===== src/rtl/bubble_geometry_pkg.sv =====
package bubble_geometry_pkg;

    // widths with a meaning of their own
    typedef logic [9:0]  phase_t;      // rotating field phase count
    typedef logic [11:0] position_t;   // absolute loop position
    typedef logic [12:0] cycle_num_t;  // serial bit number, boot or page

    // one bubble cycle at 48 MHz, four times the old ftg rate
    localparam int unsigned CLOCKS_PER_BUBBLE_CYCLE = 480;

    // field phase points
    localparam phase_t PHASE_REST     = 10'd0;    // field stopped
    localparam phase_t PHASE_FIRST_IN = 10'd88;   // first input sample
    localparam phase_t PHASE_MINUS_X  = 10'd208;  // half disk at -x, rotation may stop
    localparam phase_t PHASE_BOUT     = 10'd326;  // launch, 2 clks ahead of -y
    localparam phase_t PHASE_PLUS_Y   = 10'd568;  // half disk at +y, end of cycle

    // restart point after +y, keeps the cycle at 480 clks
    localparam phase_t PHASE_WRAP =
        phase_t'(PHASE_PLUS_Y - CLOCKS_PER_BUBBLE_CYCLE + 1);

    // empty propagation line
    localparam cycle_num_t CYCLE_NUM_NONE = '1;

endpackage


===== src/rtl/access_mode_pkg.sv =====
package access_mode_pkg;

    // bit 2 field rotating, bit 1 data flows, bit 0 user area
    typedef enum logic [2:0] {
        RST  = 3'b000,
        STBY = 3'b001,
        BOOT = 3'b110,
        USER = 3'b111,
        IDLE = 3'b100,
        SWAP = 3'b101
    } access_mode_t;

    localparam int MODE_ROTATE_BIT = 2;
    localparam int MODE_DATA_BIT   = 1;
    localparam int MODE_USER_BIT   = 0;

    // {bss_n, booten_n, bsen_n, repen_n, swapen_n} after the synchronizer
    typedef logic [4:0] ctrl_code_t;

    localparam ctrl_code_t LOOP_RESET   = 5'b10111;  // power-up, or end of boot access
    localparam ctrl_code_t BOOT_STANDBY = 5'b00111;
    localparam ctrl_code_t BOOT_ACCESS  = 5'b10011;  // bootloops shifting out
    localparam ctrl_code_t PAGE_RESET   = 5'b11111;
    localparam ctrl_code_t PAGE_STANDBY = 5'b01111;
    localparam ctrl_code_t PAGE_SEEK    = 5'b11011;  // also held while a page loads
    localparam ctrl_code_t REPLICATE    = 5'b11001;
    localparam ctrl_code_t SWAP_PULSE   = 5'b11010;

endpackage


===== src/rtl/bubble_ctrl_if.sv =====
`timescale 1ns/1ps

// synchronized bubble controller lines, all active low
interface bubble_ctrl_if;

    logic bss_n;     // shift start
    logic bsen_n;    // shift enable, field rotates while low
    logic repen_n;   // replicator, already masked by bootloop enable
    logic booten_n;  // bootloop enable
    logic swapen_n;  // swap gate

    modport source (
        output bss_n,
        output bsen_n,
        output repen_n,
        output booten_n,
        output swapen_n
    );

    modport sink (
        input bss_n,
        input bsen_n,
        input repen_n,
        input booten_n,
        input swapen_n
    );

endinterface


===== src/rtl/ctrl_synchronizer.sv =====
`timescale 1ns/1ps

module ctrl_synchronizer
    import access_mode_pkg::*;
(
    input  logic          MCLK,
    input  logic          reset,
    input  logic          en_n,      // module enable
    input  logic          bss_n,
    input  logic          bsen_n,
    input  logic          repen_n,
    input  logic          booten_n,
    input  logic          swapen_n,
    bubble_ctrl_if.source ctrl
);

    localparam int SYNC_STAGES = 4;

    ctrl_code_t gated;                    // lines after enable gating
    ctrl_code_t sync_q [SYNC_STAGES];     // sync chain, oldest at the end

    // disabled module looks like loop reset
    // replicator pulse only counts with bootloop enable released
    always_comb
    begin
        gated = {en_n | bss_n,
                 ~en_n & booten_n,
                 en_n | bsen_n,
                 en_n | repen_n | ~booten_n,
                 en_n | swapen_n};
    end

    always_ff @(posedge MCLK)
    begin
        if (reset)
        begin
            for (int i = 0; i < SYNC_STAGES; i++)
            begin
                sync_q[i] <= LOOP_RESET;  // idle pattern
            end
        end
        else
        begin
            sync_q[0] <= gated;
            for (int i = 1; i < SYNC_STAGES; i++)
            begin
                sync_q[i] <= sync_q[i-1];
            end
        end
    end

    assign {ctrl.bss_n, ctrl.booten_n, ctrl.bsen_n, ctrl.repen_n, ctrl.swapen_n} =
        sync_q[SYNC_STAGES-1];

endmodule


===== src/rtl/access_mode_fsm.sv =====
`timescale 1ns/1ps

module access_mode_fsm
    import access_mode_pkg::*;
(
    input  logic         MCLK,
    input  logic         reset,
    bubble_ctrl_if.sink  ctrl,
    output access_mode_t mode
);

    ctrl_code_t   code;       // current line pattern
    access_mode_t mode_next;

    assign code = {ctrl.bss_n, ctrl.booten_n, ctrl.bsen_n, ctrl.repen_n, ctrl.swapen_n};

    always_comb
    begin
        mode_next = mode;  // unknown patterns hold
        case (code)
            LOOP_RESET, PAGE_RESET:
            begin
                if (mode != STBY)  // standby survives a reset pattern
                begin
                    mode_next = RST;
                end
            end
            BOOT_STANDBY, PAGE_STANDBY:
            begin
                if (mode == RST)
                begin
                    mode_next = STBY;
                end
            end
            BOOT_ACCESS:
            begin
                if (mode == STBY || mode == BOOT || mode == RST)
                begin
                    mode_next = BOOT;
                end
            end
            PAGE_SEEK:
            begin
                if (mode == STBY || mode == RST)
                begin
                    mode_next = IDLE;  // field on, nothing out yet
                end
            end
            REPLICATE:
            begin
                if (mode == IDLE)
                begin
                    mode_next = USER;  // page read starts
                end
            end
            SWAP_PULSE:
            begin
                if (mode == IDLE)
                begin
                    mode_next = SWAP;  // page write
                end
            end
            default:
            begin
                mode_next = mode;
            end
        endcase
    end

    always_ff @(posedge MCLK)
    begin
        if (reset)
        begin
            mode <= RST;
        end
        else
        begin
            mode <= mode_next;
        end
    end

    a_mode_legal: assert property (@(posedge MCLK) disable iff (reset)
        mode inside {RST, STBY, BOOT, USER, IDLE, SWAP})
        else $error("access mode left the legal set");

endmodule


===== src/rtl/field_phase_tracker.sv =====
`timescale 1ns/1ps

module field_phase_tracker
    import bubble_geometry_pkg::*, access_mode_pkg::*;
#(
    parameter int unsigned LOOP_POSITIONS = 2053,
    parameter int unsigned INIT_POSITION  = 1951
)
(
    input  logic         MCLK,
    input  logic         reset,
    input  access_mode_t mode,
    output phase_t       phase,
    output position_t    abs_position,
    output logic         bin_clk_en_n,   // input sample strobe
    output logic         bout_clk_en_n   // output launch strobe
);

    localparam position_t POS_LAST = position_t'(LOOP_POSITIONS - 1);

    logic rotating;

    assign rotating = mode[MODE_ROTATE_BIT];

    // rotating field model
    always_ff @(posedge MCLK)
    begin
        if (reset)
        begin
            phase <= PHASE_REST;
        end
        else if (phase == PHASE_REST || phase == PHASE_MINUS_X)
        begin
            // start from rest, or stop at -x once rotation is released
            phase <= rotating ? phase + 1'b1 : PHASE_REST;
        end
        else if (phase == PHASE_PLUS_Y)
        begin
            phase <= PHASE_WRAP;  // next bubble cycle
        end
        else
        begin
            phase <= phase + 1'b1;
        end
    end

    // loop position, one step per bubble cycle
    always_ff @(posedge MCLK)
    begin
        if (reset)
        begin
            abs_position <= position_t'(INIT_POSITION);
        end
        else if (phase == PHASE_PLUS_Y)
        begin
            abs_position <= (abs_position == POS_LAST) ? '0 : abs_position + 1'b1;
        end
    end

    always_ff @(posedge MCLK)
    begin
        if (reset)
        begin
            bin_clk_en_n  <= 1'b1;
            bout_clk_en_n <= 1'b1;
        end
        else
        begin
            bin_clk_en_n  <= !(phase == PHASE_FIRST_IN || phase == PHASE_PLUS_Y);
            bout_clk_en_n <= (phase != PHASE_BOUT);  // early for slow buffers
        end
    end

    a_phase_range: assert property (@(posedge MCLK) disable iff (reset)
        phase <= PHASE_PLUS_Y)
        else $error("field phase past +y");

    a_strobe_excl: assert property (@(posedge MCLK) disable iff (reset)
        !bin_clk_en_n |-> bout_clk_en_n)
        else $error("input and output strobes low together");

endmodule


===== src/rtl/bubble_cycle_counter.sv =====
`timescale 1ns/1ps

module bubble_cycle_counter
    import bubble_geometry_pkg::*, access_mode_pkg::*;
#(
    parameter int unsigned PAGE_BITS      = 584,
    parameter int unsigned LOOP_POSITIONS = 2053,
    parameter int unsigned PROP_DELAY     = 98,
    parameter int unsigned INIT_POSITION  = 1951
)
(
    input  logic         MCLK,
    input  logic         reset,
    input  access_mode_t mode,
    input  phase_t       phase,
    output cycle_num_t   cycle_num
);

    localparam int unsigned DELAY_W = $clog2(PROP_DELAY + 1);
    localparam int unsigned PAGE_W  = $clog2(PAGE_BITS + 1);

    // two bootloops shift out back to back
    localparam cycle_num_t BOOT_LAST = cycle_num_t'(2 * LOOP_POSITIONS - 1);
    localparam cycle_num_t PAGE_LAST = cycle_num_t'(PAGE_BITS - 1);

    logic [DELAY_W-1:0] delay_cnt;   // cycles before first bit hits the detector
    logic [PAGE_W-1:0]  page_cnt;    // page bits launched so far
    cycle_num_t         boot_cnt;    // bootloop position, never pauses
    cycle_num_t         boot_next;
    logic               delay_done;

    assign boot_next  = (boot_cnt == BOOT_LAST) ? '0 : boot_cnt + 1'b1;
    assign delay_done = (delay_cnt == DELAY_W'(PROP_DELAY));

    always_ff @(posedge MCLK)
    begin
        if (reset)
        begin
            cycle_num <= CYCLE_NUM_NONE;
            delay_cnt <= '0;
            page_cnt  <= '0;
            boot_cnt  <= cycle_num_t'(INIT_POSITION);
        end
        else if (phase == PHASE_REST)
        begin
            if (mode == RST)  // field stopped and reset, start over
            begin
                cycle_num <= CYCLE_NUM_NONE;
                delay_cnt <= '0;
                page_cnt  <= '0;
            end
        end
        else if (phase == PHASE_PLUS_Y)
        begin
            boot_cnt <= boot_next;
            if (!mode[MODE_DATA_BIT])
            begin
                // idle or swap, nothing goes out
                cycle_num <= CYCLE_NUM_NONE;
                delay_cnt <= '0;
                page_cnt  <= '0;
            end
            else if (!delay_done)
            begin
                cycle_num <= CYCLE_NUM_NONE;  // still propagating
                delay_cnt <= delay_cnt + 1'b1;
                page_cnt  <= '0;
            end
            else if (!mode[MODE_USER_BIT])
            begin
                cycle_num <= boot_next;  // boot output
                page_cnt  <= '0;
            end
            else if (page_cnt < PAGE_W'(PAGE_BITS))
            begin
                cycle_num <= cycle_num_t'(page_cnt);
                page_cnt  <= page_cnt + 1'b1;
            end
            else
            begin
                cycle_num <= PAGE_LAST;  // page done, hold last bit
            end
        end
    end

    // user cycle number comes from the page count, never past the page
    a_page_bound: assert property (@(posedge MCLK) disable iff (reset)
        (mode == USER && phase == PHASE_PLUS_Y)
        |=> (cycle_num == CYCLE_NUM_NONE || cycle_num < PAGE_BITS))
        else $error("user cycle number beyond page length");

endmodule


===== src/rtl/timing_generator.sv =====
`timescale 1ns/1ps

module timing_generator
    import bubble_geometry_pkg::*, access_mode_pkg::*;
#(
    parameter int unsigned PAGE_BITS      = 584,   // bits per page
    parameter int unsigned LOOP_POSITIONS = 2053,  // bubbles per loop
    parameter int unsigned PROP_DELAY     = 98,    // cycles to the detector
    parameter int unsigned INIT_POSITION  = 1951   // below LOOP_POSITIONS
)
(
    input  logic       MCLK,          // 48 MHz
    input  logic       reset,
    input  logic       en_n,
    input  logic       bss_n,
    input  logic       bsen_n,
    input  logic       repen_n,
    input  logic       booten_n,
    input  logic       swapen_n,
    output logic [2:0] access_mode,
    output cycle_num_t cycle_num,
    output logic       bin_clk_en_n,
    output logic       bout_clk_en_n,
    output position_t  abs_position
);

    access_mode_t mode;
    phase_t       phase;

    bubble_ctrl_if ctrl_bus ();

    assign access_mode = mode;

    ctrl_synchronizer i_ctrl_synchronizer (
        .MCLK     (MCLK),
        .reset    (reset),
        .en_n     (en_n),
        .bss_n    (bss_n),
        .bsen_n   (bsen_n),
        .repen_n  (repen_n),
        .booten_n (booten_n),
        .swapen_n (swapen_n),
        .ctrl     (ctrl_bus.source)
    );

    access_mode_fsm i_access_mode_fsm (
        .MCLK  (MCLK),
        .reset (reset),
        .ctrl  (ctrl_bus.sink),
        .mode  (mode)
    );

    field_phase_tracker #(
        .LOOP_POSITIONS (LOOP_POSITIONS),
        .INIT_POSITION  (INIT_POSITION)
    ) i_field_phase_tracker (
        .MCLK          (MCLK),
        .reset         (reset),
        .mode          (mode),
        .phase         (phase),
        .abs_position  (abs_position),
        .bin_clk_en_n  (bin_clk_en_n),
        .bout_clk_en_n (bout_clk_en_n)
    );

    bubble_cycle_counter #(
        .PAGE_BITS      (PAGE_BITS),
        .LOOP_POSITIONS (LOOP_POSITIONS),
        .PROP_DELAY     (PROP_DELAY),
        .INIT_POSITION  (INIT_POSITION)
    ) i_bubble_cycle_counter (
        .MCLK      (MCLK),
        .reset     (reset),
        .mode      (mode),
        .phase     (phase),
        .cycle_num (cycle_num)
    );

endmodule


===== config.mk =====
export PLATFORM = sky130hd
export DESIGN_NAME = timing_generator
export DESIGN_NICKNAME = d
export VERILOG_FILES = /design/src/rtl/bubble_geometry_pkg.sv /design/src/rtl/access_mode_pkg.sv /design/src/rtl/bubble_ctrl_if.sv /design/src/rtl/ctrl_synchronizer.sv /design/src/rtl/access_mode_fsm.sv /design/src/rtl/field_phase_tracker.sv /design/src/rtl/bubble_cycle_counter.sv /design/src/rtl/timing_generator.sv
export SDC_FILE = /design/constraint.sdc
export NUM_CORES = 1
export LEC_CHECK = 0
export ABC_AREA = 1
export BUFFER_PORTS_ARGS = -buffer_cell sky130_fd_sc_hd__buf_2
export CAP_MARGIN = 10
export CORE_MARGIN = 2
export CORE_UTILIZATION = 40
export CTS_BUF_LIST = sky130_fd_sc_hd__clkbuf_16
export CTS_CLUSTER_SIZE = 10
export DETAILED_ROUTE_END_ITERATION = 12
export PLACE_DENSITY_LB_ADDON = 0.08
export SETUP_SLACK_MARGIN = 0.5
export SLEW_MARGIN = 20
export SYNTH_ARGS = -nofsm -noshare
export SYNTH_HDL_FRONTEND = slang
export SYNTH_SLANG_ARGS = --single-unit

===== constraint.sdc =====
create_clock -name MCLK -period 3.8 [get_ports MCLK]
set_input_delay 0.38 -clock MCLK [delete_from_list [all_inputs] [get_ports MCLK]]
set_output_delay 0.38 -clock MCLK [all_outputs]
set_load 0.1 [all_outputs]

==> metrics.yaml <==
status: "finished, final reports clean"
setup_slack_ps: 1670
synth.distinct_cells: 37
slew_headroom_pct: 46.8
path_clk_slew_ps: 60
hold_start: "bsen_n"
diodes: 0
setup_viol_count_final: 0
coreArea_um2: 11300
grt_pass1_vias: 3886
antenna_found_initial: 0
port_buffers: 37
num_io_pins: 38
critPathRequiredTime_ps: 4070
cp_data_arrival_time_ps: 2400
fin_nets: 693
num_vias: 4081
rows: 39
root_buffer: "clkbuf_16"
cts_buffers: 9
drive_gt1_share_pct: 13.8
cts_tree: "yes"
hp-class: "in -> reg"
ir_drop_mv: 0.304
dp.cells: 807
period_minus_slack_ps: 2130
p_leak_nw: 2.37
place.gp.congestion: 0.848
rr_startpoint: "i_field_phase_tracker.phase[0]"
grtUsageTotal_pct: 18.3
worst_setup_path_start_kind: "register"
startpoint: "i_field_phase_tracker.phase[0]"
end_kind: "register"
p_per_area_nw_per_um2: 491
worstMarginPinSlew_ps: 797
fin_cells: 823
start_util_pct: 40.5
gr-total-overflow: 0
fmax_mhz: 471
dp_slack_ps: 1680
clock_latency_ps: 350
dr.pass1.iters: 4
grt_max_degree: 46
period_share_pct: 55.9
power.total_mw: 2.53
die_x_um: 111
synthCells: 642
fill_cells: 1154
skew_ps: 9.84
ys_seq_area_share_pct: 39.5
area_delta_synth_final_pct: 13.0
syn_area_um2: 4560
syn-num-nets: 660
grt_setup_unrepaired: "false"
drc_errors: 0
yosysWarnings: 0
postCtsHoldBufs: 0
path_max_fanout: 16
avgRoutedWirePerCell_um: 13.0
clk_path_buf_depth: 2
final_max_slew_viol_count: 0
hold_viol: 0
dieHeight_um: 111
htreeDepth: 3
grt_pass1_wl_mm: 18.3
synth_seq_cells: 90
clkSinkCount: 90
dieArea_um2: 12300
path_class: "reg -> reg"
tns_ps: 0
cts_resized: 0
post-dp-hpwl_mm: 7.65
wirelength_mm: 10.7
ant_nets: 0
drtIter0Drc: 238
postSynthAreaPerCell_um2: 7.11
max_cap_violations: 0
postCtsSetupRepairBufs: 0
viasPerCell: 4.96
==> path summary, 6_finish.rpt <==
check | slack, ps | endpoint | depth (start not counted)
worst max-delay path | 1670 | i_field_phase_tracker.abs_position[11] | 8
worst min register to register | 400 | i_ctrl_synchronizer.sync_q[2][3] | 2
worst min-delay path | 210 | i_ctrl_synchronizer.sync_q[0][2] | 3
worst max register to register | 1670 | i_field_phase_tracker.abs_position[11] | 8
==> per-stage QoR <==
step | cell area [µm²] | hold slack [ps] | util (%)
floorplan | 4560 | 388 | -
global placement | 4850 | 390 | 43.0
detailed placement | 4850 | 393 | 43.0
CTS | 5160 | 196 | 45.8
global route | 5160 | 202 | 45.8
finish | 5160 | 210 | 45.8
==> sequential cells by signal, summed over array words and instances (netlist names) <==
signal / count
i_access_mode_fsm.mode: 3
i_field_phase_tracker.phase: 10
i_bubble_cycle_counter.cycle_num: 13
i_bubble_cycle_counter.page_cnt: 10
i_bubble_cycle_counter.boot_cnt: 13
i_field_phase_tracker.bout_clk_en_n: 1
i_ctrl_synchronizer.sync_q: 20
i_bubble_cycle_counter.delay_cnt: 7
i_field_phase_tracker.bin_clk_en_n: 1
i_field_phase_tracker.abs_position: 12
==> cells in the mapped netlist, drive strengths merged <==
master,n,area [µm²]
nand2,148,619
inv,91,342
dfxtp,90,1800
nor2,68,285
nand3,64,348
o21ai,28,140
a21oi,27,139
nor3,25,130
xor2,17,149
nand4,16,106
o211ai,16,120
or2,13,81.3
ha,10,125
clkbuf,9,33.8
buf,6,46.3
nor4,5,31.3
nor3b,2,15.0
o21bai,2,15.0
xnor2,2,17.5
a31oi,1,6.26
clkinv,1,3.75
o31ai,1,7.51
==> layout make-up <==
class                   count  area (µm²)  share of cell area, %
multi-input cells         445        2340                   45.3
flip-flops and latches     90        1800                   34.9
inverters                  92         345                   6.70
clock buffers               9         225                   4.37
repair buffers             37         185                   3.59
well taps                 143         179                   3.47
clock inverters             7        85.1                   1.65
==> placed cells by master (no fill, tap or decap), drive strengths merged <==
cell    count
a21oi      27
a31oi       1
buf        37
bufinv      2
clkbuf      9
clkinv      5
dfxtp      90
ha         10
inv        92
nand2     148
nand3      64
nand4      16
nor2       68
nor3       25
nor3b       2
nor4        5
o211ai     16
o21ai      28
o21bai      2
o31ai       1
or2        13
xnor2       2
xor2       17
==> kinds of logic (layout without fill, tap and decap cells) <==
| logic type | count (synthesis) | count (layout) | share of synthesized area (%) |
|---|---|---|---|
| simple gates | 341 | 341 | 35.4 |
| buf+inv | 107 | 145 | 9.32 |
| flops | 90 | 90 | 39.5 |
| compound gates | 75 | 75 | 9.38 |
| xor+xnor | 19 | 19 | 3.65 |
| fa+ha+maj | 10 | 10 | 2.74 |
==> routing by layer <==
metal | global-route usage [%] | up-vias | part of all wire (%)
met3 | 3.44 | 16 | 3.5
met5 | 0 | - | 0
met4 | 8.75 | 0 | 2.1
li1 | - | 2137 | -
met1 | 24.6 | 1858 | 50
met2 | 28.3 | 70 | 44
==> where the power goes <==
| group | switching, mW | internal [mW] |
|---|---|---|
| combinational | 0.452 | 0.114 |
| clock | 0.376 | 0.569 |
| sequential | 0.0353 | 0.985 |
==> critical path, stage by stage (launching register included) <==
cell and delay [ps]:
dfxtp_1 340, inv_1 90, ha_1 200, nand3_2 130
nor3_1 150, nand3_1 460, inv_1 400, nand4_1 140
a21oi_1 140
Note: power is estimated with default switching activity, not from simulation.
